--- src/rv_pkg.sv ---
package rv_pkg;

  // memory depths in 32-bit words
  localparam int imem_words = 64;
  localparam int dmem_words = 64;

  // datapath width
  localparam int xlen = 32;

  // major opcodes of the supported subset
  typedef enum logic [6:0] {
    op_reg    = 7'b0110011,
    op_imm    = 7'b0010011,
    op_lui    = 7'b0110111,
    op_auipc  = 7'b0010111,
    op_load   = 7'b0000011,
    op_store  = 7'b0100011,
    op_branch = 7'b1100011,
    op_jal    = 7'b1101111,
    op_jalr   = 7'b1100111
  } opcode_e;

  typedef enum logic [3:0] {
    alu_add,
    alu_sub,
    alu_and,
    alu_or,
    alu_xor,
    alu_sll,
    alu_srl,
    alu_sra,
    alu_slt,
    alu_sltu,
    // lui passes the immediate straight through
    alu_pass_b
  } alu_op_e;

  typedef enum logic [1:0] {
    wb_alu,
    wb_mem,
    wb_pc4
  } wb_sel_e;

  // one view per instruction format, msb first
  typedef union packed {
    struct packed {
      logic [6:0] funct7;
      logic [4:0] rs2;
      logic [4:0] rs1;
      logic [2:0] funct3;
      logic [4:0] rd;
      logic [6:0] opcode;
    } r_fmt;
    struct packed {
      logic [11:0] imm_11_0;
      logic [4:0]  rs1;
      logic [2:0]  funct3;
      logic [4:0]  rd;
      logic [6:0]  opcode;
    } i_fmt;
    struct packed {
      logic [6:0] imm_11_5;
      logic [4:0] rs2;
      logic [4:0] rs1;
      logic [2:0] funct3;
      logic [4:0] imm_4_0;
      logic [6:0] opcode;
    } s_fmt;
    struct packed {
      logic       imm_12;
      logic [5:0] imm_10_5;
      logic [4:0] rs2;
      logic [4:0] rs1;
      logic [2:0] funct3;
      logic [3:0] imm_4_1;
      logic       imm_11;
      logic [6:0] opcode;
    } b_fmt;
    struct packed {
      logic [19:0] imm_31_12;
      logic [4:0]  rd;
      logic [6:0]  opcode;
    } u_fmt;
    struct packed {
      logic       imm_20;
      logic [9:0] imm_10_1;
      logic       imm_11;
      logic [7:0] imm_19_12;
      logic [4:0] rd;
      logic [6:0] opcode;
    } j_fmt;
  } inst_u;

  // decoder outputs, 16 bits
  typedef struct packed {
    logic    reg_write;
    logic    mem_read;
    logic    mem_write;
    logic    branch;
    logic    jump;
    logic    jalr;
    logic    alu_src_imm;
    logic    alu_src_pc;
    logic    mem_byte;
    logic    mem_unsigned;
    alu_op_e alu_op;
    wb_sel_e wb_sel;
  } ctrl_t;

  // one record per executed instruction, 103 bits
  typedef struct packed {
    logic            valid;
    logic [xlen-1:0] pc;
    logic [4:0]      rd;
    logic            reg_write;
    logic [xlen-1:0] wd;
    logic [xlen-1:0] next_pc;
  } retire_t;

endpackage

--- src/reg_file.sv ---
`timescale 1ns/1ns

module reg_file
  import rv_pkg::*;
(
  input  logic            clk,
  input  logic            arst_n,
  input  logic            we,
  input  logic [4:0]      ra1,
  input  logic [4:0]      ra2,
  input  logic [4:0]      wa,
  input  logic [xlen-1:0] wd,
  output logic [xlen-1:0] rd1,
  output logic [xlen-1:0] rd2
);

  logic [xlen-1:0] regs [32];

  // entry 0 is cleared by reset and never written
  always_ff @(posedge clk or negedge arst_n) begin
    if (!arst_n) begin
      for (int i = 0; i < 32; i++) begin
        regs[i] <= '0;
      end
    end else if (we && (wa != 5'd0)) begin
      regs[wa] <= wd;
    end
  end

  // combinational read ports
  assign rd1 = regs[ra1];
  assign rd2 = regs[ra2];

endmodule

--- config.mk ---
export PLATFORM = sky130hd
export DESIGN_NAME = reg_file
export DESIGN_NICKNAME = d
export VERILOG_FILES = /design/src/rv_pkg.sv /design/src/reg_file.sv
export SDC_FILE = /design/constraint.sdc
export NUM_CORES = 2
export LEC_CHECK = 0
export CORE_MARGIN = 4
export CORE_UTILIZATION = 60
export DETAILED_ROUTE_END_ITERATION = 10
export DONT_BUFFER_PORTS = 1
export MAX_ROUTING_LAYER = met4
export PLACE_DENSITY = 0.81
export RECOVER_POWER = 25
export SYNTH_ARGS = -nofsm -noshare
export SYNTH_HDL_FRONTEND = slang
export SYNTH_SLANG_ARGS = --single-unit
--- constraint.sdc ---
create_clock -name clk -period 5.45 [get_ports clk]
set_input_delay 1.09 -clock clk [delete_from_list [all_inputs] [get_ports clk]]
set_output_delay 1.09 -clock clk [all_outputs]
set_load 0.01 [all_outputs]
**Word-level counts from Yosys, hierarchy flattened**

Index checks and enable logic that the tools add are counted.

- Memory bits (read-only): 0
- Flip-flop bits (word level): 1024
- Memories: 0
- Input port bits: 50
- Latch bits: 0
- RAM bits: 0
- Output and inout port bits: 64

- Multipliers: 0
- Add/subtract/negate cells: 0
- Eq/ne operators: 0
- Shift operators: 0
- Mux-type cells: 9
- Reduce and logical (&&, ||, !) cells: 3
- Div/mod/pow operators: 0
- Bitwise logic cells: 3
- $lt $le $gt $ge: 4

Operator list:

| operator | number |
|---|---|
| 1024-bit bitwise mux | 1 |
| 32-bit binary-select mux with 5-bit select | 2 |
| 32-bit demux with 5-bit select | 1 |
| 32-bit 2-to-1 mux | 5 |
| 6-bit greater-or-equal comparator (second input constant) | 3 |
| 5-bit NOT with 6-bit output | 3 |
| 6-bit by 1-bit < comparator with 1-bit output (second input constant) | 1 |
| 5-bit nonzero test | 1 |
| 1-bit logical AND | 2 |

**Longest topological paths before layout**

- Word-level depth: 6
- Depth in mapped cells: 8

**Least setup slack after synthesis**

OpenSTA, ideal clock, no wires.

- Path kind: input -> output
- From: input ra1[1]
- To: output rd1[11]
- Setup slack: 2026 ps
- Arrival time: 2334 ps
- Data required time: 4360 ps
- Stages: 8
- Path through: buf_2 > buf_4 > buf_2 > buf_2 > mux2i_1 > nand2_1 > a31oi_1 > nand3_1

- Word-level cells in the longest chain between the ends: 4

RTL lines:

| element | RTL line | text |
|---|---|---|
| from (decl) | reg_file.sv:9 | `input logic [4:0] ra1,` |
| 5-bit NOT with 6-bit output (implied by the code) | reg_file.sv:31 | `assign rd1 = regs[ra1];` |
| 32-bit binary-select mux with 5-bit select | reg_file.sv:31 |  |
| 32-bit 2-to-1 mux (implied by the code) (2 in series) | reg_file.sv:31 |  |
| to (decl) | reg_file.sv:13 | `output logic [xlen-1:0] rd1,` |

No other way between the ends. The select of a mux whose other input is x is not followed.

**Worst setup path in the final report**

- From: input ra1[1]
- To: output rd1[8]

The elaborated chain is that of the path after synthesis.

==> out/metrics.cfg <==
[run_status]
status=complete, but fails checks
violations=max-capacitance violations, max-slew violations

[power]
power_leakage_nw=28.2
clock_power_share_pct=35.0
netSwitchingFraction_pct=27.9
p_per_area_nw_per_um2=366
peakVddDrop_mv=0.380
internal-power_mw=15.7
power_frac_comb_pct=18.5
switchingPower_mw=6.08
power_frac_seq_pct=46.6
p_total_mw=21.8

[logic_synthesis]
synth_top_area_cell=dfrtp_1
syn_inst=4601
synth_area_leaders=dfrtp_1 46%, mux2_2 19%, mux2i_1 18%, a22oi_1 2.6%, a22o_1 2.0%
syn_nets=4651
async_flop_share_pct=100
syn-cell-area_um2=55900
synth-edff-count=0
synth_ff_type=dfrtp_1
ys_seq_elements=1024
synth_commonest_cells=1024 x dfrtp_1, 1024 x mux2i_1, 953 x mux2_2, 224 x clkbuf_1, 210 x nand2_1
avgSynthCellArea_um2=12.2
synth_top_area_share_pct=45.8
seq_area_frac_synth_pct=45.8
synth_cell_types=28
yosysWarnings=0

[layout]
reg_top3=regs (1024)
fin_util_pct=64.9
drive_gt1_share_pct=28.6
nNetsFinal=4370
area_growth_pct=6.74
largest_reg_flops=1024
final_cells=5650
regMostFlops=regs

[sta]
tightestPinTransition_ps=4490
setup_viol=0
rsz0062_at_grt=no
finalCritPeriodShare_pct=94.4
setup-tns-final_ps=0
fmax_mhz=194
hold_viol_final=0
slew_headroom_pct=-199
min_period_ps=5150
worst_slack_ps=305
finalMaxSlewViolations=774
finClkSkew_ps=0

[detailed_routing]
vias=39100
drt-initial-drc-count=4544
post_drt_wl_per_cell_um=29.4
ant_nets=0
dr.pass1.iters=5
drc=0
routed_wl_um=166000
viasPerCell=6.92

[setup_path]
crit_fanout=111
cp.arrival_ps=4060
crit_top_cell=buf_16
max_stage_delay_ps=570
cp_slowest_cell=buf_16
critPathTopFamily=buffers and inverters
crit_path_start_kind=input port
path_cells=buf_16 -> buf_16 -> buf_16 -> mux2i_1 -> a22o_1 -> nor3_1 -> a31oi_1 -> nand3_1
cp_num_buf_inv=3
path_class=input port to primary output
end_kind=primary output
worstPathRequired_ps=4360

[global_route]
grt_use_total_pct=33.4
globalRouteOverflowTotal=0
antenna_found_initial=1
gr-usage-met3_pct=7.73
gr-usage-met1_pct=43.7
grt_max_degree=1025
grt_pass1_vias=38800
grt_pass1_wl_um=245000
grt_busiest_layer=met2
grt_util_met2_pct=51.3

[die]
die_x_um=313
coreArea_um2=92100
pin_count=114
die_h_um=313
initial_utilization_pct=60.8
fp-row-count=111
fp.dieArea_um2=98200

[clocking]
ctsHoldBuffers=0
clk_latency_ps=670
clk_pin_slew_worst_paths_ps=60
h-tree-depth=3
cts_tree=yes
root_buffer=clkbuf_16
cts_sinks=1024
clk_path_buf_depth=3
cts_made_buffers=105

[placement]
portBuffers=0
post-place-ws_ps=1240
dpl.hpwl_um=90500
gp_congestion=0.874
placedCellCount=5445

[worst_hold_path]
hold_class=input port to async pin

[flow_run]
maxCapViolCount=8

what timing repair did:
item,in CTS,in global routing
setup buffers,0,0
endpoints found under the setup margin,0,14
resized for setup,0,0
layer usage:
metal	up-vias	share of wire (%)	routed length, um
met1	20100	40	66200
met5	-	0	0
met4	0	4.2	7030
li1	16400	-	-
met2	2092	46	76300
met3	475	9.9	16500
cell families after synthesis:
kind of cell,count (synthesis),share of synthesized area (%)
flops,1024,45.8
compound gates,576,7.01
simple gates,512,4.39
buf+inv,473,4.50
mux,2016,38.3
area by class of cell:
class | count | area (um^2)
Multi-Input combinational cell | 3104 | 27900
Timing Repair Buffer | 85 | 968
Clock buffer | 146 | 3080
Tap cell | 1243 | 1560
Fill cell | 6818 | 32400
Sequential cell | 1024 | 25600
Clock inverter | 47 | 577
Antenna cell | 1 | 2.50
per-stage QoR:
step / hold WS [ps] / instance area [um^2]
after detailed placement: 388 / 55800
after global placement: 384 / 55800
after CTS: 133 / 59500
after global routing: 74.3 / 59700
after floorplan: 449 / 55900
final: 104 / 59700
worst paths after layout:
check | startpoint | to | slack (ps) | cells after the start
setup / recovery | ra1[1] | rd1[8] | 300 | 8
hold / removal | arst_n | regs[756] | 100 | 0
setup reg to reg | regs[881] | regs[881] | 4620 | 1
hold reg to reg | regs[994] | regs[994] | 400 | 0
max in group asynchronous | arst_n | regs[591] | 840 | 1
min in group clk | regs[994] | regs[994] | 400 | 0
cell usage in the layout, fill, tap and decap left out, types with 2 or more instances in the layout:
cell	n
nor3b_2	2
nand3_1	194
dfrtp_1	1024
buf_4	55
bufinv_16	13
nand2b_2	4
mux2i_1	1024
clkbuf_8	21
nand2_2	12
clkbuf_1	22
clkinv_2	29
a31oi_1	64
or2_2	3
nor2b_4	4
buf_12	13
nand2_1	194
buf_16	7
nand2_4	4
mux2_1	39
nand3b_1	4
inv_6	2
nor2_1	2
nor3_1	65
nor2_4	17
a22oi_1	192
mux2_2	953
clkinvlp_4	2
and2_4	2
nor3b_1	2
clkbuf_16	112
a22o_1	128
a21oi_1	192
power by group through the flow:
stage	logic (mW)	registers, mW	clock network (mW)
after detailed placement	3.67	10.2	0
after global placement	3.56	10.1	0
final	4.04	10.2	7.63
after floorplan	3.20	9.93	0
after CTS	3.70	10.1	7.67
after global routing	4.34	10.3	7.99
Power figures use the tool's default switching activity.
