<file path="src/rv_pkg.sv">
package rv_pkg;

  // memory depths in 32-bit words
  localparam int imem_words = 64;
  localparam int dmem_words = 64;

  // datapath width
  localparam int xlen = 32;

  // major opcodes of the supported subset
  typedef enum logic [6:0] {
    op_reg    = 7'b0110011,
    op_imm    = 7'b0010011,
    op_lui    = 7'b0110111,
    op_auipc  = 7'b0010111,
    op_load   = 7'b0000011,
    op_store  = 7'b0100011,
    op_branch = 7'b1100011,
    op_jal    = 7'b1101111,
    op_jalr   = 7'b1100111
  } opcode_e;

  typedef enum logic [3:0] {
    alu_add,
    alu_sub,
    alu_and,
    alu_or,
    alu_xor,
    alu_sll,
    alu_srl,
    alu_sra,
    alu_slt,
    alu_sltu,
    // lui passes the immediate straight through
    alu_pass_b
  } alu_op_e;

  typedef enum logic [1:0] {
    wb_alu,
    wb_mem,
    wb_pc4
  } wb_sel_e;

  // one view per instruction format, msb first
  typedef union packed {
    struct packed {
      logic [6:0] funct7;
      logic [4:0] rs2;
      logic [4:0] rs1;
      logic [2:0] funct3;
      logic [4:0] rd;
      logic [6:0] opcode;
    } r_fmt;
    struct packed {
      logic [11:0] imm_11_0;
      logic [4:0]  rs1;
      logic [2:0]  funct3;
      logic [4:0]  rd;
      logic [6:0]  opcode;
    } i_fmt;
    struct packed {
      logic [6:0] imm_11_5;
      logic [4:0] rs2;
      logic [4:0] rs1;
      logic [2:0] funct3;
      logic [4:0] imm_4_0;
      logic [6:0] opcode;
    } s_fmt;
    struct packed {
      logic       imm_12;
      logic [5:0] imm_10_5;
      logic [4:0] rs2;
      logic [4:0] rs1;
      logic [2:0] funct3;
      logic [3:0] imm_4_1;
      logic       imm_11;
      logic [6:0] opcode;
    } b_fmt;
    struct packed {
      logic [19:0] imm_31_12;
      logic [4:0]  rd;
      logic [6:0]  opcode;
    } u_fmt;
    struct packed {
      logic       imm_20;
      logic [9:0] imm_10_1;
      logic       imm_11;
      logic [7:0] imm_19_12;
      logic [4:0] rd;
      logic [6:0] opcode;
    } j_fmt;
  } inst_u;

  // decoder outputs, 16 bits
  typedef struct packed {
    logic    reg_write;
    logic    mem_read;
    logic    mem_write;
    logic    branch;
    logic    jump;
    logic    jalr;
    logic    alu_src_imm;
    logic    alu_src_pc;
    logic    mem_byte;
    logic    mem_unsigned;
    alu_op_e alu_op;
    wb_sel_e wb_sel;
  } ctrl_t;

  // one record per executed instruction, 103 bits
  typedef struct packed {
    logic            valid;
    logic [xlen-1:0] pc;
    logic [4:0]      rd;
    logic            reg_write;
    logic [xlen-1:0] wd;
    logic [xlen-1:0] next_pc;
  } retire_t;

endpackage

</file>
<file path="src/inst_mem.sv">
`timescale 1ns/1ns

module inst_mem
  import rv_pkg::*;
(
  input  logic            clk,
  input  logic            load_en,
  input  logic [5:0]      load_addr,
  input  logic [xlen-1:0] load_data,
  input  logic [xlen-1:0] pc,
  output inst_u           inst
);

  logic [xlen-1:0] mem [imem_words];
  logic [5:0]      rd_idx;

  // word index, byte offset bits dropped
  assign rd_idx = pc[7:2];

  // load port, one word per edge
  always_ff @(posedge clk) begin
    if (load_en) begin
      mem[load_addr] <= load_data;
    end
  end

  // asynchronous fetch
  assign inst = mem[rd_idx];

endmodule

</file>
<file path="config.mk">
export PLATFORM = sky130hd
export DESIGN_NAME = inst_mem
export DESIGN_NICKNAME = d
export VERILOG_FILES = /design/src/rv_pkg.sv /design/src/inst_mem.sv
export SDC_FILE = /design/constraint.sdc
export NUM_CORES = 2
export LEC_CHECK = 0
export BUFFER_PORTS_ARGS = -buffer_cell sky130_fd_sc_hd__clkbuf_2
export CORE_UTILIZATION = 45
export DETAILED_ROUTE_END_ITERATION = 7
export GPL_TIMING_DRIVEN = 0
export MAX_ROUTING_LAYER = met4
export PLACE_DENSITY_LB_ADDON = 0.12
export SLEW_MARGIN = 20
export SYNTH_ARGS = -nofsm -noshare
export SYNTH_HDL_FRONTEND = slang
export SYNTH_SLANG_ARGS = --single-unit
export TNS_END_PERCENT = 100
</file>
<file path="constraint.sdc">
create_clock -name clk -period 3.45 [get_ports clk]
set_input_delay 0.345 -clock clk [delete_from_list [all_inputs] [get_ports clk]]
set_output_delay 0.345 -clock clk [all_outputs]
set_load 0.03 [all_outputs]
</file>
# Word-level counts from Yosys, hierarchy flattened
# Memories as Yosys holds them, arrays and structs flattened.
# Cells that the tools add are included.
dict set report op_classes {
  mux 2
}
# operator count
set ops {}
lappend ops {{two-way mux 1 bit} 2}
dict set report totals {
  word_cells 3
  inputBits 72
  ff_bits 0
  n_memories 1
  ramBits 2048
  out_inout_bits 32
}
# memory words width read_ports rd_clocked_by_memory_dff wr line
set memory_table {}
lappend memory_table {mem 64 32 1 0 1 inst_mem.sv:14} ;# logic [xlen-1:0] mem [imem_words];

# Depth between registers and ports, before layout
dict set report logic_depth {
  word_depth 2
  ltp_mapped 10
  mapped_depth_nobuf 5
}

# Least setup slack after synthesis
# Ideal clock, no wire load.
dict set report synth_timing {
  path_type {input port to flip-flop}
  start {input load_addr[3]}
  end {memory mem[48][0] (enable)}
  path_buffers 1
  arrival_time_ps 3044
  setup_ps 461
  slack_ps -55
  path_stages 4
  required_ps 2989
  path_cell_list {clkbuf_1 > nor2b_1 > nand4b_1 > nor3_1}
}
# element line
set synth_rtl {}
lappend synth_rtl {{start, declared} inst_mem.sv:8} ;# input logic [5:0] load_addr,
lappend synth_rtl {{end, declared} inst_mem.sv:14}
# No word-level cell before the write port.

==> results.sh <==
export IMPL_clockBufferDepth=3
export IMPL_arrival_ns=3.20
export IMPL_cp_end_kind="output port"
export IMPL_netlist_area_sq_mm=0.0779
export IMPL_syn_inst=3292
export IMPL_synthArstFlopShare=0
export IMPL_intPower_uw=41000
export IMPL_drt_iter0_drc=5465
export IMPL_worst_slew_margin_rel=0.254
export IMPL_fill_cells=12800
export IMPL_critPathKind="primary input to output port"
export IMPL_wirelength_mm=245
export IMPL_crit_fanout=10
export IMPL_cts_sinks=2048
export IMPL_hold_start="load_data[11]"
export IMPL_die_h_um=418
export IMPL_die_area_sq_mm=0.175
export IMPL_slew_violations=0
export IMPL_combinationalPowerShare=0.063
export IMPL_ys_ff_latch=2048
export IMPL_cp_start_kind="primary input"
export IMPL_finalSetupViolCount=3
export IMPL_ys_flop_type="edfxtp_1"
export IMPL_port_buffers=69
export IMPL_area_growth_pct=19.0
export IMPL_layout_min_cycle_time_ns=3.55
export IMPL_cts_htree_levels=4
export IMPL_ys_seq_area_frac=0.790
export IMPL_ys_types=33
export IMPL_dp_hpwl_mm=162
export IMPL_power_density_mw_per_mm2=571
export IMPL_post_drt_via_cell_ratio=6.30
export IMPL_path_buf_inv=5
export IMPL_clk_pin_slew_worst_paths_ns=0.06
export IMPL_nets=3790
export IMPL_layout_drive_gt1_share=0.349
export IMPL_min_to="mem[57][11]"
export IMPL_grt_usage=0.293
export IMPL_numCtsBuffers=208
export IMPL_hold_class="primary input to register"
export IMPL_syn_avg_cell_area_sq_um=23.7
export IMPL_overflow=0
export IMPL_grt_pass1_wl_mm=331
export IMPL_multiInputGateArea_sq_mm=0.0165
export IMPL_row_count=152
export IMPL_violations="negative setup slack"
export IMPL_die_w_um=418
export IMPL_synth_nets=3364
export IMPL_power_leakage_uw=0.0289
export IMPL_synth_top_area_frac=0.790
export IMPL_final_antenna_net_count=0
export IMPL_outcome="finished, violations left"
export IMPL_drt_pass1_iter_count=5
export IMPL_coreArea_sq_mm=0.172
export IMPL_register_area_sq_mm=0.0615
export IMPL_cts_tree="built"
export IMPL_start_util=0.453
export IMPL_tightest_slew_ns=1.12
export IMPL_period_share=1.03
export IMPL_reg_top3="mem: 2048 flops"
export IMPL_layout_commonest_cell="edfxtp_1"
export IMPL_critPathTopFamily="buffers and inverters"
export IMPL_fin_ws_ns=-0.0962
export IMPL_final_cell_mix="edfxtp_1 (2048), mux4_2 (544), clkbuf_16 (210), mux2i_1 (90), nor2_4 (70)"
export IMPL_pin_count=104
export IMPL_fmax_mhz=282
export IMPL_grt_max_degree=65
export IMPL_grt_pass1_vias=39100
export IMPL_clockPowerShare=0.416
export IMPL_placed_area_sq_mm=0.0850
export IMPL_yosys_warnings=0
export IMPL_cts_root_buf="clkbuf_16"
export IMPL_antenna_found_initial=16
export IMPL_worstPathRequired_ns=3.11
export IMPL_final_area_sq_mm=0.0927
export IMPL_routabilityCongestion=0.898
export IMPL_cp_slowest_cell="clkbuf_4"
export IMPL_swShare=0.225
export IMPL_pre_cts_ws_ns=-1.97
export IMPL_power_uw=52900
export IMPL_vias=39200
export IMPL_tns_ns=-0.151
export IMPL_cp_cell_sequence="clkbuf_2 > buf_2 > buf_2 > clkbuf_4 > mux4_2 > o22ai_1 > nor2_1 > clkbuf_2"
export IMPL_slowest_delay_ns=0.51
export IMPL_top_register="mem"
export IMPL_hold_viol_final=0
export IMPL_drc=0
export IMPL_largest_reg_flops=2048
export IMPL_max_vdd_ir_drop_uv=566
export IMPL_hold_depth=1
export IMPL_power_switching_uw=11900
export IMPL_synth_edf_count=2048
export IMPL_wl_per_cell_um=39.5
export IMPL_cap_violations=0
export IMPL_synth_top_area_cell="edfxtp_1"
export IMPL_p_seq_frac=0.521
export IMPL_synth_area_leaders="edfxtp_1 (79%), mux4_2 (16%), mux2i_1 (1.2%), o22ai_1 (0.67%), nor2_1 (0.66%)"
## cell families after synthesis
group / share of synthesized area
AOI/OAI and AO/OA: 0.0169
buffers and inverters: 0.0114
DFF: 0.790
muxes: 0.169
and+or+nand+nor: 0.0128
## area by class of cell
cell class / instances / share of cell area
sequential: 2048 / 0.664
clock buffer: 257 / 0.0586
multi-input combinational: 1062 / 0.178
antenna: 12 / 0.000324
tap: 2310 / 0.0312
buffer: 176 / 0.0138
clock inverter: 131 / 0.0130
timing repair buffer: 222 / 0.0413
## timing repair
action | 4_1_cts | 5_1_grt
endpoints found under the setup margin | 32 | 21
setup buffers | 5 | 0
hold buffers | 8 | 0
hold endpoints to repair | 134 | 0
resized for setup | 274 | 37
pin swaps | 3 | 5
## metal layers
metal  routed length, um  global-route usage  up-vias
met3               21700              0.0573      450
met2              119000               0.454     2190
li1                    -                   -    15100
met4               11800               0.124        0
met5                   0                   -        -
met1               93500               0.381    21400
## cell usage after synthesis (5+ instances only)
library cell / number
nor2b_1: 15
nand3b_1: 5
mux2i_1: 93
buf_1: 21
nor2_1: 137
buf_4: 25
o221ai_1: 27
nand3_1: 5
nand2b_1: 8
edfxtp_1: 2048
a311oi_1: 8
o22ai_1: 84
nor3_1: 7
buf_2: 57
a22oi_1: 12
clkbuf_1: 74
buf_6: 5
a21oi_1: 62
mux4_2: 544
nand2_1: 26
## power by group through the flow
stage | clock, uW | sequential (uW) | combinational, uW
after floorplan | 0 | 28100 | 1480
after global placement | 0 | 28100 | 2970
after detailed placement | 0 | 28100 | 3150
after CTS | 22300 | 27600 | 3310
after global routing | 23200 | 27600 | 3420
final | 22000 | 27600 | 3330
## metrics by stage
step           std cells  hold slack, ns   util
2_1_floorplan       3292           0.444      -
3_3_place_gp        5671            1.33  0.472
3_5_place_dp        5811           0.751  0.495
4_1_cts             6206         0.00854  0.539
5_1_grt             6216          0.0240  0.540
6_report            6218          0.0476  0.540
## worst max path at each step
stage	slack (ns)	endpoint	cells after the start	from
finish	-0.1	inst[30]	8	pc[5]
detailed placement	-1.97	inst[15]	10	pc[3]
floorplan	0.45	mem[39][0]	4	load_addr[5]
CTS	-0.06	inst[18]	5	mem[19][18]
global placement	-2.09	mem[21][16]	4	load_addr[2]
global route	-0.04	inst[18]	5	mem[19][18]
No activity file was read; power rests on OpenSTA's default activity.
