**src/rv_pkg.sv**
```systemverilog
package rv_pkg;

  // memory depths in 32-bit words
  localparam int imem_words = 64;
  localparam int dmem_words = 64;

  // datapath width
  localparam int xlen = 32;

  // major opcodes of the supported subset
  typedef enum logic [6:0] {
    op_reg    = 7'b0110011,
    op_imm    = 7'b0010011,
    op_lui    = 7'b0110111,
    op_auipc  = 7'b0010111,
    op_load   = 7'b0000011,
    op_store  = 7'b0100011,
    op_branch = 7'b1100011,
    op_jal    = 7'b1101111,
    op_jalr   = 7'b1100111
  } opcode_e;

  typedef enum logic [3:0] {
    alu_add,
    alu_sub,
    alu_and,
    alu_or,
    alu_xor,
    alu_sll,
    alu_srl,
    alu_sra,
    alu_slt,
    alu_sltu,
    // lui passes the immediate straight through
    alu_pass_b
  } alu_op_e;

  typedef enum logic [1:0] {
    wb_alu,
    wb_mem,
    wb_pc4
  } wb_sel_e;

  // one view per instruction format, msb first
  typedef union packed {
    struct packed {
      logic [6:0] funct7;
      logic [4:0] rs2;
      logic [4:0] rs1;
      logic [2:0] funct3;
      logic [4:0] rd;
      logic [6:0] opcode;
    } r_fmt;
    struct packed {
      logic [11:0] imm_11_0;
      logic [4:0]  rs1;
      logic [2:0]  funct3;
      logic [4:0]  rd;
      logic [6:0]  opcode;
    } i_fmt;
    struct packed {
      logic [6:0] imm_11_5;
      logic [4:0] rs2;
      logic [4:0] rs1;
      logic [2:0] funct3;
      logic [4:0] imm_4_0;
      logic [6:0] opcode;
    } s_fmt;
    struct packed {
      logic       imm_12;
      logic [5:0] imm_10_5;
      logic [4:0] rs2;
      logic [4:0] rs1;
      logic [2:0] funct3;
      logic [3:0] imm_4_1;
      logic       imm_11;
      logic [6:0] opcode;
    } b_fmt;
    struct packed {
      logic [19:0] imm_31_12;
      logic [4:0]  rd;
      logic [6:0]  opcode;
    } u_fmt;
    struct packed {
      logic       imm_20;
      logic [9:0] imm_10_1;
      logic       imm_11;
      logic [7:0] imm_19_12;
      logic [4:0] rd;
      logic [6:0] opcode;
    } j_fmt;
  } inst_u;

  // decoder outputs, 16 bits
  typedef struct packed {
    logic    reg_write;
    logic    mem_read;
    logic    mem_write;
    logic    branch;
    logic    jump;
    logic    jalr;
    logic    alu_src_imm;
    logic    alu_src_pc;
    logic    mem_byte;
    logic    mem_unsigned;
    alu_op_e alu_op;
    wb_sel_e wb_sel;
  } ctrl_t;

  // one record per executed instruction, 103 bits
  typedef struct packed {
    logic            valid;
    logic [xlen-1:0] pc;
    logic [4:0]      rd;
    logic            reg_write;
    logic [xlen-1:0] wd;
    logic [xlen-1:0] next_pc;
  } retire_t;

endpackage

```
**src/pc_unit.sv**
```systemverilog
`timescale 1ns/1ns

module pc_unit
  import rv_pkg::*;
(
  input  logic            clk,
  input  logic            arst_n,
  input  logic            run,
  input  logic            take_branch,
  input  logic            jump,
  input  logic            jalr,
  input  logic [xlen-1:0] imm,
  input  logic [xlen-1:0] alu_result,
  output logic [xlen-1:0] pc,
  output logic [xlen-1:0] pc_plus4,
  output logic [xlen-1:0] next_pc
);

  // sequential successor, also the link value
  assign pc_plus4 = pc + 32'd4;

  // jalr target comes from rs1 + imm with bit 0 forced low
  always_comb begin
    if (jalr) begin
      next_pc = {alu_result[xlen-1:1], 1'b0};
    end else if (jump || take_branch) begin
      // jal and taken branches are pc relative
      next_pc = pc + imm;
    end else begin
      next_pc = pc_plus4;
    end
  end

  // pc frozen while the program is being loaded
  always_ff @(posedge clk or negedge arst_n) begin
    if (!arst_n) begin
      pc <= '0;
    end else if (run) begin
      pc <= next_pc;
    end
  end

endmodule

```
**config.mk**
```make
export PLATFORM = sky130hd
export DESIGN_NAME = pc_unit
export DESIGN_NICKNAME = d
export VERILOG_FILES = /design/src/rv_pkg.sv /design/src/pc_unit.sv
export SDC_FILE = /design/constraint.sdc
export NUM_CORES = 1
export LEC_CHECK = 0
export ABC_AREA = 1
export BUFFER_PORTS_ARGS = -buffer_cell sky130_fd_sc_hd__buf_4
export CAP_MARGIN = 20
export CORE_UTILIZATION = 50
export DETAILED_ROUTE_END_ITERATION = 16
export PLACE_DENSITY_LB_ADDON = 0.08
export SETUP_SLACK_MARGIN = 0.15
export SYNTH_ARGS = -nofsm -noshare
export SYNTH_HDL_FRONTEND = slang
export SYNTH_SLANG_ARGS = --single-unit
```
**constraint.sdc**
```tcl
create_clock -name clk -period 3.3 [get_ports clk]
set_input_delay 0.165 -clock clk [delete_from_list [all_inputs] [get_ports clk]]
set_output_delay 0.165 -clock clk [all_outputs]
set_load 0.02 [all_outputs]
```
# Word level (Yosys, flattened, before mapping)
# Cells that the tools add are included.
# W data, S select, Z words.
[word_totals] register_bits=32 latch_bits=0 mem_bits_rw=0 mem_bits_ro=0 input_bits=70 output_inout_bits=96 wordCells=6 mem_count=0
[classes] n_addsub=2 n_mul=0 n_div=0 n_lt_le_gt_ge=0 eq_ne=0 n_shift=0 muxes=2 bitwise_logic=0 n_reduce_logical=1
[ops] operator="$mux W32" count=2
[ops] operator="$add A32 B3 Y32 const B" count=1
[ops] operator="$add A32 B32 Y32" count=1
[ops] operator="$logic_or A1 B1 Y1" count=1

# Depth between registers and ports, before layout
[logic_depth] ltp_word=3 ltp_mapped=16 depth_no_buf=16

# Least setup slack after synthesis
# Ideal clock, no wire load.
[synth_path] path_kind="reg-to-output" start="register pc[0]" end="output port next_pc[28]" arrival_time_ns=2.312 required_ns=3.135 path_slack_ns=0.823 stages_incl_launch_ff=12 path_buffers=0 cell_sequence="dfrtp_1 > ha_1 > fa_1 > nand3_1 > nand3_1 > nand3_1 > nand3b_1 > nand2_1 > nand2_1 > nand2_1 > nand3_1 > a21boi_0"
[synth_via] elab_chain_cells=3 word_cells_on_any_way=4 classes_between="2 x add/sub; 2 x mux"
[synth_rtl] element="start: declaration" line="pc_unit.sv:14" rtl="output logic [xlen-1:0] pc,"
[synth_rtl] element="start signal: assignment" line="pc_unit.sv:39" rtl="pc <= next_pc;"
[synth_rtl] element="$add A32 B3 Y32 / $add A32 B32 Y32 (equally long branches)" line="pc_unit.sv:20, pc_unit.sv:28"
[synth_rtl] element="$mux W32 (*)" line="pc_unit.sv:26" rtl="end else if (jump || take_branch) begin"
[synth_rtl] element="$mux W32 (*)" line="pc_unit.sv:24" rtl="if (jalr) begin"
[synth_rtl] element="end: declaration" line="pc_unit.sv:16" rtl="output logic [xlen-1:0] next_pc"
# Every way passes the cells marked *; elsewhere a longest branch is shown, timed or not.

# Worst setup path after layout
# Ends and elaborated chain as after synthesis.

==> impl_results.md <==
* Starting density of the core at 51.8%
* Setup TNS at 0 ns
* Mean post-synth cell area at 5.41 um2
* CTS Hold Bufs at 1
* Biggest register: pc
* Sequential fraction of the synthesis area at 14.9%
* First-pass GRT wire length at 29500 um
* Worst R2R Path Depth at 10
* DR pass1 iterations at 7
* Longest Clk Path Bufs at 2
* Routed vias at 6643
* Initial antenna violation count at 0
* Via-to-Cell Ratio at 5.17
* Vias in the first global route at 6042
* CTS tree: built
* Post-synth top area cell: nand2_1
* GR Layer Usage met2 at 54.3%
* DRC Markers at 0
* Synth unique cells at 41
* Hold Crit Class: in2reg
* Worst R2R End: pc[8]
* Post-cts sizing count at 0
* Max IR drop VDD at 0.000356 V
* Number of diodes at 0
* Core area at 10400 um2
* CP endpoint kind: output pin
* Met1 Resource Use GR at 48.2%
* Crit path launch: pc[0]
* Hold path startpoint: alu_result[12]
* Final period utilization at 87.7%
* Hold Vio Cnt, Final at 0
* Routability cong. at 0.935
* Most frequent CP cell: nand3_1
* Gate Count Post-Synth at 994
* GRT busiest layer: met2
* Met3 Use GR at 3.53%
* Biggest regs: pc: 32 flops
* Area contributors post-synth: nand2_1 (29%), dfrtp_1 (15%), inv_1 (11%)
* Die Width at 106 um
* ANT nets after route at 0
* Critical Path Stages at 12
* Post-CTS Repair Setup Buffers at 0
* GRT Util Overall at 33.9%
* Status: finished clean
* DP HPWL at 15400 um
* Max FFs per register at 32
* Final core utilization at 65.7%
* Core Rows at 37
* Final #Nets at 1251
* Largest net degree at the start of global routing at 43
* Layout cells sized above 1 at 19.3%
* Worst setup SP type: flop
* Count of final setup violators at 0
* Worst EP required at 3.13 ns
* Height of the die at 106 um
* Delay-heaviest family, CP: simple AND/OR/NAND/NOR gates
* TritonCTS Buffers at 5
* CP max-delay cell: fa_1
* Initial drt markers at 583
* Most common cell after layout, fill and taps aside: nand2_1
* Worst rel slew slack at 46.6%
* Ys Warns at 0
* Routed wire length at 18800 um
* RSZ-0062 raised after global routing: no
* Mapped Nets at 1097
* Pre-CTS setup slack at 0.724 ns
* Mean routed wirelength per cell at 14.6 um
* Reg2reg setup slack at 0.80 ns
* Pins Over Slew Limit at 0
* Critical R2R Launch: pc[0]
* Worst-Margin Slew at 0.799 ns
* Htree depth at 2
* I/O pins at 166
* Post-layout minimum cycle time at 2.89 ns
* Worst path bufs/invs at 1
* Clk sinks at 32
* Max-Cap Viols at 0
* Worst Setup Path Type: reg2out
* Mapped Area at 5380 um2
* Area Overhead vs Synth at 26.7%
* Final worst slack at 0.406 ns
* Max stage delay on crit path at 0.47 ns
* Crit-path cells: ha_1, fa_1, nand3_1, nand3_1, nand3_1, nand3b_1, nand2_1, nand2_1, nand2_1, nand3_1, a21boi_0, buf_4
* GR Overflow Total at 0
* Highest Clock Rate at 346 MHz
* Seq cells post-synth at 32
* CP max FO at 5
* Worst clock skew at 0.00491 ns
* Yosys top cell area share at 28.7%
* Critical path arrival at 2.73 ns
* End point of the critical path: next_pc[28]
* Full die area at 11200 um2
* Total leakage power at 3.99 nW
* Worst-skew pair later-pin latency at 0.28 ns
* Most frequent cells in the layout: nand2_1 (411), buf_4 (168), inv_1 (159)
* CTS root buf: clkbuf_8
* Port Buffer Count at 164
* Cell Pwr Density at 426 nW/um2
* Clock-pin slew on the worst setup and hold paths at 0.07 ns
[synthesized netlist by cell type, drive strengths merged]
cell,number
nand2,417
inv,160
nor2,93
nand3,74
a21oi,47
dfrtp,32
ha,32
o21ai,23
or2,15
nand3b,14
xor2,14
buf,12
a21boi,10
a31oi,10
clkbuf,10
nor3,10
nand4,6
xnor2,5
nor3b,2
o21a,2
o21bai,2
a21o,1
clkinv,1
fa,1
o211ai,1
[per-stage QoR]
stage	std cells	power, mW	cell area [um2]	hold slack [ns]
6_report	1285	2.90	6810	0.145
5_1_grt	1285	3.13	6810	0.142
4_1_cts	1285	2.88	6810	0.139
3_5_place_dp	1276	2.55	6710	0.141
3_3_place_gp	1276	2.53	6710	0.135
2_1_floorplan	994	1.82	5380	-0.131
[tightest hold or removal path: cells and delay by family]
family	cells	cell delay, ns
compound gates	2	0.14
buf+inv	1	0.09
[metal layers]
layer / vias up / wire length, um
met5: - / 0
met4: 0 / 361
met3: 28 / 1560
met2: 273 / 8300
met1: 2930 / 8540
li1: 3412 / -
[layout make-up]
class | instances | area, um2
fillers | 1073 | 3560
multi-input cells | 779 | 3870
repair buffers | 169 | 1270
well taps | 136 | 170
flip-flops and latches | 32 | 801
clock buffers | 8 | 90.1
inverters | 161 | 604
[where the power goes]
| part | internal [mW] | switching, mW | total [mW] |
|---|---|---|---|
| logic | 0.726 | 1.24 | 1.96 |
| registers | 0.453 | 0.164 | 0.618 |
| clock network | 0.170 | 0.151 | 0.321 |
| total | 1.35 | 1.55 | 2.90 |
[worst min-delay path by stage]
stage	endpoint	slack, ns	cells past startpoint
2_1_floorplan	pc[0]	-0.13	0
3_3_place_gp	pc[0]	0.13	1
3_5_place_dp	pc[0]	0.14	1
4_1_cts	pc[11]	0.14	3
5_1_grt	pc[11]	0.14	3
6_report	pc[12]	0.14	3
[kinds of logic (layout without fill, tap and decap cells)]
| family | Yosys count | in the layout | synth area share (%) |
|---|---|---|---|
| flops | 32 | 32 | 14.9 |
| xor+xnor | 19 | 19 | 3.51 |
| fa+ha+maj | 33 | 33 | 7.82 |
| compound gates | 96 | 96 | 10.1 |
| buf+inv | 183 | 338 | 13.1 |
| simple gates | 631 | 631 | 50.6 |
No activity file was read; power rests on OpenSTA's default activity.
