===== src/rv_pkg.sv =====
package rv_pkg;

  // memory depths in 32-bit words
  localparam int imem_words = 64;
  localparam int dmem_words = 64;

  // datapath width
  localparam int xlen = 32;

  // major opcodes of the supported subset
  typedef enum logic [6:0] {
    op_reg    = 7'b0110011,
    op_imm    = 7'b0010011,
    op_lui    = 7'b0110111,
    op_auipc  = 7'b0010111,
    op_load   = 7'b0000011,
    op_store  = 7'b0100011,
    op_branch = 7'b1100011,
    op_jal    = 7'b1101111,
    op_jalr   = 7'b1100111
  } opcode_e;

  typedef enum logic [3:0] {
    alu_add,
    alu_sub,
    alu_and,
    alu_or,
    alu_xor,
    alu_sll,
    alu_srl,
    alu_sra,
    alu_slt,
    alu_sltu,
    // lui passes the immediate straight through
    alu_pass_b
  } alu_op_e;

  typedef enum logic [1:0] {
    wb_alu,
    wb_mem,
    wb_pc4
  } wb_sel_e;

  // one view per instruction format, msb first
  typedef union packed {
    struct packed {
      logic [6:0] funct7;
      logic [4:0] rs2;
      logic [4:0] rs1;
      logic [2:0] funct3;
      logic [4:0] rd;
      logic [6:0] opcode;
    } r_fmt;
    struct packed {
      logic [11:0] imm_11_0;
      logic [4:0]  rs1;
      logic [2:0]  funct3;
      logic [4:0]  rd;
      logic [6:0]  opcode;
    } i_fmt;
    struct packed {
      logic [6:0] imm_11_5;
      logic [4:0] rs2;
      logic [4:0] rs1;
      logic [2:0] funct3;
      logic [4:0] imm_4_0;
      logic [6:0] opcode;
    } s_fmt;
    struct packed {
      logic       imm_12;
      logic [5:0] imm_10_5;
      logic [4:0] rs2;
      logic [4:0] rs1;
      logic [2:0] funct3;
      logic [3:0] imm_4_1;
      logic       imm_11;
      logic [6:0] opcode;
    } b_fmt;
    struct packed {
      logic [19:0] imm_31_12;
      logic [4:0]  rd;
      logic [6:0]  opcode;
    } u_fmt;
    struct packed {
      logic       imm_20;
      logic [9:0] imm_10_1;
      logic       imm_11;
      logic [7:0] imm_19_12;
      logic [4:0] rd;
      logic [6:0] opcode;
    } j_fmt;
  } inst_u;

  // decoder outputs, 16 bits
  typedef struct packed {
    logic    reg_write;
    logic    mem_read;
    logic    mem_write;
    logic    branch;
    logic    jump;
    logic    jalr;
    logic    alu_src_imm;
    logic    alu_src_pc;
    logic    mem_byte;
    logic    mem_unsigned;
    alu_op_e alu_op;
    wb_sel_e wb_sel;
  } ctrl_t;

  // one record per executed instruction, 103 bits
  typedef struct packed {
    logic            valid;
    logic [xlen-1:0] pc;
    logic [4:0]      rd;
    logic            reg_write;
    logic [xlen-1:0] wd;
    logic [xlen-1:0] next_pc;
  } retire_t;

endpackage


===== src/decoder.sv =====
`timescale 1ns/1ns

module decoder
  import rv_pkg::*;
(
  input  inst_u           inst,
  output ctrl_t           ctrl,
  output logic [xlen-1:0] imm
);

  // funct3 to alu selection for register and immediate forms
  function automatic alu_op_e alu_sel(input logic [2:0] f3, input logic f7b5,
                                      input logic reg_form);
    alu_op_e sel;
    case (f3)
      // sub only exists in the register form
      3'b000:  sel = (reg_form && f7b5) ? alu_sub : alu_add;
      3'b001:  sel = alu_sll;
      3'b010:  sel = alu_slt;
      3'b011:  sel = alu_sltu;
      3'b100:  sel = alu_xor;
      // bit 30 picks the arithmetic shift for sra and srai
      3'b101:  sel = f7b5 ? alu_sra : alu_srl;
      3'b110:  sel = alu_or;
      default: sel = alu_and;
    endcase
    return sel;
  endfunction

  // sign-extended immediate of each format
  logic [xlen-1:0] imm_i;
  logic [xlen-1:0] imm_s;
  logic [xlen-1:0] imm_b;
  logic [xlen-1:0] imm_u;
  logic [xlen-1:0] imm_j;

  assign imm_i = {{20{inst.i_fmt.imm_11_0[11]}}, inst.i_fmt.imm_11_0};
  assign imm_s = {{20{inst.s_fmt.imm_11_5[6]}}, inst.s_fmt.imm_11_5, inst.s_fmt.imm_4_0};
  assign imm_b = {{19{inst.b_fmt.imm_12}}, inst.b_fmt.imm_12, inst.b_fmt.imm_11,
                  inst.b_fmt.imm_10_5, inst.b_fmt.imm_4_1, 1'b0};
  assign imm_u = {inst.u_fmt.imm_31_12, 12'b0};
  assign imm_j = {{11{inst.j_fmt.imm_20}}, inst.j_fmt.imm_20, inst.j_fmt.imm_19_12,
                  inst.j_fmt.imm_11, inst.j_fmt.imm_10_1, 1'b0};

  always_comb begin
    // defaults keep unknown opcodes harmless
    ctrl        = '0;
    ctrl.alu_op = alu_add;
    ctrl.wb_sel = wb_alu;
    imm         = '0;
    case (inst.r_fmt.opcode)
      op_reg: begin
        ctrl.reg_write = 1'b1;
        ctrl.alu_op    = alu_sel(inst.r_fmt.funct3, inst.r_fmt.funct7[5], 1'b1);
      end
      op_imm: begin
        ctrl.reg_write   = 1'b1;
        ctrl.alu_src_imm = 1'b1;
        ctrl.alu_op      = alu_sel(inst.i_fmt.funct3, inst.r_fmt.funct7[5], 1'b0);
        imm              = imm_i;
      end
      op_lui: begin
        ctrl.reg_write   = 1'b1;
        ctrl.alu_src_imm = 1'b1;
        ctrl.alu_op      = alu_pass_b;
        imm              = imm_u;
      end
      op_auipc: begin
        // pc + upper immediate through the adder
        ctrl.reg_write   = 1'b1;
        ctrl.alu_src_imm = 1'b1;
        ctrl.alu_src_pc  = 1'b1;
        imm              = imm_u;
      end
      op_load: begin
        ctrl.reg_write    = 1'b1;
        ctrl.mem_read     = 1'b1;
        ctrl.alu_src_imm  = 1'b1;
        ctrl.mem_byte     = (inst.i_fmt.funct3[1:0] == 2'b00);
        ctrl.mem_unsigned = inst.i_fmt.funct3[2];
        ctrl.wb_sel       = wb_mem;
        imm               = imm_i;
      end
      op_store: begin
        ctrl.mem_write   = 1'b1;
        ctrl.alu_src_imm = 1'b1;
        ctrl.mem_byte    = (inst.s_fmt.funct3[1:0] == 2'b00);
        imm              = imm_s;
      end
      op_branch: begin
        // flags come from rs1 - rs2
        ctrl.branch = 1'b1;
        ctrl.alu_op = alu_sub;
        imm         = imm_b;
      end
      op_jal: begin
        ctrl.reg_write = 1'b1;
        ctrl.jump      = 1'b1;
        ctrl.wb_sel    = wb_pc4;
        imm            = imm_j;
      end
      op_jalr: begin
        ctrl.reg_write   = 1'b1;
        ctrl.jalr        = 1'b1;
        ctrl.alu_src_imm = 1'b1;
        ctrl.wb_sel      = wb_pc4;
        imm              = imm_i;
      end
      default: begin
        // all enables stay low
      end
    endcase
  end

endmodule


===== config.mk =====
export PLATFORM = sky130hd
export DESIGN_NAME = decoder
export DESIGN_NICKNAME = d
export VERILOG_FILES = /design/src/rv_pkg.sv /design/src/decoder.sv
export SDC_FILE = /design/constraint.sdc
export NUM_CORES = 1
export LEC_CHECK = 0
export BUFFER_PORTS_ARGS = -buffer_cell sky130_fd_sc_hd__buf_2
export CAP_MARGIN = 20
export CORE_MARGIN = 10
export CORE_UTILIZATION = 34
export DETAILED_ROUTE_END_ITERATION = 10
export PLACE_DENSITY_LB_ADDON = 0.2
export SYNTH_ARGS = -nofsm -noshare
export SYNTH_HDL_FRONTEND = slang
export SYNTH_SLANG_ARGS = --single-unit

===== constraint.sdc =====
create_clock -name vclk -period 1.65
set_clock_uncertainty 0.2 [all_clocks]
set_input_delay 0.0825 -clock vclk [all_inputs]
set_output_delay 0.0825 -clock vclk [all_outputs]
set_load 0.02 [all_outputs]

# --- Word level (Yosys, flattened, before mapping) ---
# Cells that the tools add are included.
totals:
  reg_bits: 0
  input_bits: 32
  elab_cells: 40
classes:
  eq_ne: 15
  n_mux: 17
  reduce_logical: 8
ops:
  columns: ["cell", "n"]
  rows:
  - ["$pmux W32 S5", 1]
  - ["$pmux W4 S7", 2]
  - ["$eq A7 B6 Y1 const B", 3]
  - ["$eq A7 B7 Y1 const B", 3]
  - ["$pmux W4 S4", 1]
  - ["$eq A7 B5 Y1 const B", 2]
  - ["$mux W1", 12]
  - ["$eq A3 B3 Y1 const B", 3]
  - ["$eq A7 B2 Y1 const B", 1]
  - ["$reduce_or A7 Y1", 1]
  - ["$eq A3 B2 Y1 const B", 2]
  - ["$reduce_or A2 Y1", 3]
  - ["$reduce_or A6 Y1", 1]
  - ["$pmux W2 S2", 1]
  - ["$eq A3 B1 Y1 const B", 1]
  - ["$logic_not A3 Y1", 1]
  - ["$reduce_or A3 Y1", 1]
  - ["$logic_not A2 Y1", 1]

# --- Depth between registers and ports, before layout ---
# Gate-level depths: netlist of the first run.
depth:
  ltp_word: 3
  mapped_depth: 6
  ltp_nobuf: 4

# --- Least setup slack after synthesis of the first run ---
# Ideal clock, no wire load.
synth_path:
  path_type: "in2out"
  startpoint: "input port inst[5] (netlist name)"
  endpoint: "output port ctrl[7] (netlist name)"
  arrival_ps: 1694
  t_required_ps: 1367
  slack_ps: -326
  path_stages: 4
  path_buffers: 1
  path_cell_list: "buf_6 > or2b_2 > nor4_1 > o21a_1"
synth_rtl:
  columns: ["item", "line_no", "source"]
  rows:
  - ["from (decl)", "decoder.sv:6", "input inst_u inst,"]
  - ["to (decl)", "decoder.sv:7", "output ctrl_t ctrl,"]

# --- Final worst setup path of the first run ---
layout_path:
  startpoint: "input port inst[3] (netlist name)"
  endpoint: "output port imm[8]"
layout_between:
  elab_chain_len: 3
  word_cells_on_any_way: 11
  classes_between: "eq/ne: 8; mux: 1; reduce/logical: 2"
layout_rtl:
  columns: ["item", "line_no", "source"]
  rows:
  - ["$eq A7 B7 Y1 (tied with other cells)", "decoder.sv:51", "case (inst.r_fmt.opcode)"]
  - ["$reduce_or A3 Y1 (no source line) or $reduce_or A2 Y1 (tied branches)", null, null]
  - ["$pmux W32 S5 *", "decoder.sv:51", null]
  - ["to (decl)", "decoder.sv:8", "output logic [xlen-1:0] imm"]
# Every way passes the cells marked *; elsewhere a longest branch is shown, timed or not.

==> results.yml, run 1 <==
routing:
  via_per_inst: 5.28
  drc_errors: 0
  wl_mm: 3.60
  detail_route.wl_per_cell_um: 17.1
  drtIter0Drc: 42
  firstDrtPassIters: 4
  via_count: 1109
  ant_nets: 0
setup_path:
  crit_path_end_kind: "output pin"
  slowest_stage: "or4_4"
  crit_chain: "buf_6 > or4_4 > a21oi_4 > or2_4 > and2_1 > buf_4"
  crit_arrival_ns: 1.40
  crit_path_max_incr_delay_ns: 0.55
  crit_path_start: "inst[3]"
  crit_fanout: 7
  cp.required_ns: 1.37
  crit_type: "primary input to output pin"
  start_kind: "primary input"
place:
  postPlaceCellArea_um2: 1200
  place_hpwl_mm: 2.90
  gp_congestion: 0.883
  port_buffers: 80
logic_synthesis:
  syn_area_um2: 649
  synthTopCellsByCount: "a21o_1 (10), a21o_2 (10), nand2_1 (8)"
  yosysTopAreaCellShare_pct: 13.5
  avgSynthCellArea_um2: 7.30
  syn_inst: 89
  synth_warnings: 0
  yosys-top-cells-area: "a21o_2 (13%), a21o_1 (12%), and2_1 (6.7%)"
  synth.distinct_cells: 35
  yosysSeqAreaShare_pct: 0
  syn_nets: 121
  yosysTopAreaCell: "a21o_2"
sta:
  min_period_ns: 1.68
  slew_violations: 0
  tns_ns: -0.174
  fmax_ghz: 0.596
  rsz0062_at_grt: "true"
  post-route-period-util_pct: 102
  setup_viol: 13
  worst_pin_slew_ns: 0.382
  layout_setup_ws_ns: -0.0283
  slew_headroom_pct: 74.3
  holdWs_ns: 0.266
  hold_viol: 0
global_route:
  use_met2_pct: 27.0
  grt_first_pass_wirelength_mm: 5.13
  gr-total-overflow: 0
  grt_max_degree: 13
  grt_pass1_vias: 1096
  grt_usage_pct: 14.6
  gr-usage-met1_pct: 16.7
  top_usage_layer: "met2"
  antenna_found_initial: 0
  use_met3_pct: 4.24
worst_hold_path:
  hp-start: "inst[19]"
  hp-class: "primary input to output pin"
finish:
  n_sequential_cell: 0
  drive_gt1_share_pct: 73.0
  post-route-util_pct: 79.6
  nClkBuffers: 0
  final_area_um2: 1410
  diodes: 0
  syn_to_final_growth_pct: 116
  nets: 219
  register_area_um2: 0
power_and_ir_drop:
  powerDensity_nw_per_um2: 164
  leakage_nw: 0.883
  irDropWorstVdd_mv: 0.121
floorplanning:
  die_area_um2: 4060
  start_util_pct: 36.8
  die_w_um: 63.7
  die_h_um: 63.7
  rows: 15
  core_area_um2: 1760
  boundaryPins: 80
run_status:
  outcome: "finished, violations left"
  violations: "setup timing"
job:
  cap_violations: 0
-- final timing paths --
path	depth (start not counted)	end	slack [ns]
worst min-delay path	3	imm[19]	0.27
worst max-delay path	6	imm[8]	-0.03
-- worst max-delay path: cells and delay by family --
| family | cells | cell delay, ns |
|---|---|---|
| AO/OA/AOI/OAI | 1 | 0.21 |
| buffers and inverters | 2 | 0.23 |
| AND/OR/NAND/NOR | 3 | 0.87 |
-- power by group --
group	total (mW)	internal [mW]	leakage [nW]	switching [mW]
Sequential	0	0	0	0
Clock	0	0	0	0
Combinational	0.230	0.111	0.883	0.119
-- kinds of logic (layout without fill, tap and decap cells) --
kind of cell | count (synthesis) | count (layout) | share of synthesized area (%)
AO/OA/AOI/OAI | 41 | 42 | 53.4
buffers and inverters | 7 | 102 | 8.09
multiplexers | 1 | 1 | 1.54
AND/OR/NAND/NOR | 40 | 40 | 37.0
-- layout make-up --
cell class	count	area [um2]
Timing Repair Buffer	100	693
Fill cell	130	359
Multi-Input combinational cell	83	673
Tap cell	25	31.3
Inverter	2	7.51
-- per-stage QoR --
| step | instances | total power, mW | setup WS [ns] |
|---|---|---|---|
| 2_1_floorplan | 89 | 0.0965 | -0.0327 |
| 3_3_place_gp | 207 | 0.193 | -0.0449 |
| 3_5_place_dp | 207 | 0.198 | -0.119 |
| 4_1_cts | 208 | 0.206 | -0.0181 |
| 5_1_grt | 210 | 0.246 | -0.101 |
| 6_report | 210 | 0.230 | -0.0283 |
-- layout by cell type, fill, tap and decap left out, types with 2 or more instances in the layout --
cell	n
nand2_1	8
buf_6	22
nor4_2	2
a21o_1	9
buf_2	56
inv_1	2
a21oi_1	4
o21a_4	2
a21o_2	10
o21ai_0	3
a22o_2	4
and2_1	2
nor3_1	2
or2_4	2
buf_4	22
nor2_1	5
and2_4	5
o21a_1	2
nor3_4	3
-- metal layers --
layer | wire (um) | part of all wire, %
met3 | 305 | 8.5
met5 | 0 | 0
met2 | 1780 | 49
met4 | 50 | 1.4
met1 | 1460 | 41
-- what timing repair did --
action	CTS	global route
gates resized for setup	18	37
hold buffers	0	0
hold endpoints to repair	0	0
cloned	1	0
pin swaps	4	10
endpoints found under the setup margin	26	34
buffers inserted	0	2
Note: power is estimated with default switching activity, not from simulation.
==> inputs of run 2 (changes only) <==
- TNS_END_PERCENT: not set -> 5
==> run 2 against run 1 <==
  * The flow still finishes with violations (setup timing)
  * Cell count shrank 1.4%
  * Utilization shrank 2.8 points
  * Count of clock-buffer cells in the layout is the same
  * Largest power group unchanged
  * Highest routed layer unchanged
==> results.yml, run 2 (same netlist as run 1, synthesis figures left out) <==
place:
  port_buffers: 80
  place_hpwl_mm: 2.79
  place_ws_ns: -0.145
  gp_congestion: 0.907
sta:
  rsz0062_at_grt: "true"
  worst_pin_slew_ns: 0.469
  slew_violations: 0
  hold_viol: 0
  setup_viol: 10
  fmax_ghz: 0.594
  layout_setup_ws_ns: -0.0328
  min_period_ns: 1.68
  holdWs_ns: 0.267
  slew_headroom_pct: 68.5
  post-route-period-util_pct: 102
power_and_ir_drop:
  powerDensity_nw_per_um2: 161
  pwr-share-comb_pct: 100.0
  p_clk_share_pct: 0
  p_total_mw: 0.219
  leakage_nw: 0.853
  swShare_pct: 52.8
  p_int_mw: 0.103
  p_sw_mw: 0.115
  seqPwrFrac_pct: 0
  irDropWorstVdd_mv: 0.107
worst_hold_path:
  hp-class: "primary input to output pin"
finish:
  n_sequential_cell: 0
  multi_input_area_um2: 651
  drive_gt1_share_pct: 69.2
  final_common_cell: "buf_2"
  n_fill_cell: 143
  diodes: 0
  nets: 216
  final_cell_mix: "buf_2 (49), buf_4 (32), buf_6 (16)"
  register_area_um2: 0
  syn_to_final_growth_pct: 109
  nClkBuffers: 0
routing:
  ant_nets: 0
  detail_route.wl_per_cell_um: 17.3
  via_per_inst: 5.28
  firstDrtPassIters: 4
  drc_errors: 0
  wl_mm: 3.57
  via_count: 1093
  drtIter0Drc: 51
clock_network:
  postCtsHoldBufs: 0
global_route:
  grt_max_degree: 13
  grt_pass1_vias: 1133
  grt_first_pass_wirelength_mm: 5.41
  grt_usage_pct: 15.5
  antenna_found_initial: 0
  gr-total-overflow: 0
setup_path:
  crit_chain: "buf_6 > or4_4 > a21oi_4 > or2_4 > and2_1 > buf_6"
  slowest_stage: "or4_4"
  crit_arrival_ns: 1.40
  crit_path_end_kind: "output pin"
  critPathTopFamily: "simple AND/OR/NAND/NOR gates"
  path_buf_inv: 2
  crit_path_frequent_cell: "buf_6"
  start_kind: "primary input"
  crit_path_max_incr_delay_ns: 0.55
  crit_type: "primary input to output pin"
  crit_fanout: 7
  cp.required_ns: 1.37
floorplanning:
  die_w_um: 63.7
  core_area_um2: 1760
  start_util_pct: 36.8
  die_h_um: 63.7
  rows: 15
  boundaryPins: 80
  die_area_um2: 4060
run_status:
  violations: "setup timing"
  outcome: "finished, violations left"
job:
  cap_violations: 0
[run 2: final timing paths]
path | depth (start not counted) | slack (ns) | end | from
max | 6 | -0.03 | imm[8] | inst[6]
min | 3 | 0.27 | imm[19] | inst[19]
[run 2: metrics by stage]
| stage | setup TNS [ns] | utilization [%] | area (um2) | instances |
|---|---|---|---|---|
| floorplan | -0.199 | - | 674 | 89 |
| global placement | -1.40 | 66.5 | 1170 | 204 |
| detailed placement | -2.49 | 66.5 | 1170 | 204 |
| CTS | -0.0741 | 74.1 | 1310 | 207 |
| global route | -0.758 | 76.8 | 1360 | 207 |
| finish | -0.176 | 76.8 | 1360 | 207 |
[run 2: metal layers]
layer | global-route usage (%) | wire, um
met1 | 16.6 | 1370
met2 | 30.3 | 1930
met3 | 4.06 | 239
met4 | 1.64 | 28
met5 | 0 | 0
[run 2: what timing repair did]
item,in CTS,in global routing
cloned,1,0
pin swaps,6,1
setup buffers,2,0
setup endpoints to repair,32,35
resized for setup,37,16
[run 2: layout make-up]
| type | count | area share (%) |
|---|---|---|
| Multi-Input combinational cell | 83 | 48.0 |
| Tap cell | 25 | 2.31 |
| Timing Repair Buffer | 97 | 49.1 |
| Inverter | 2 | 0.554 |
[run 2: power by group through the flow]
stage,clock network [mW],logic [mW],registers (mW)
after floorplan,0,0.0958,0
after global placement,0,0.188,0
after detailed placement,0,0.192,0
after CTS,0,0.208,0
after global routing,0,0.234,0
final,0,0.219,0
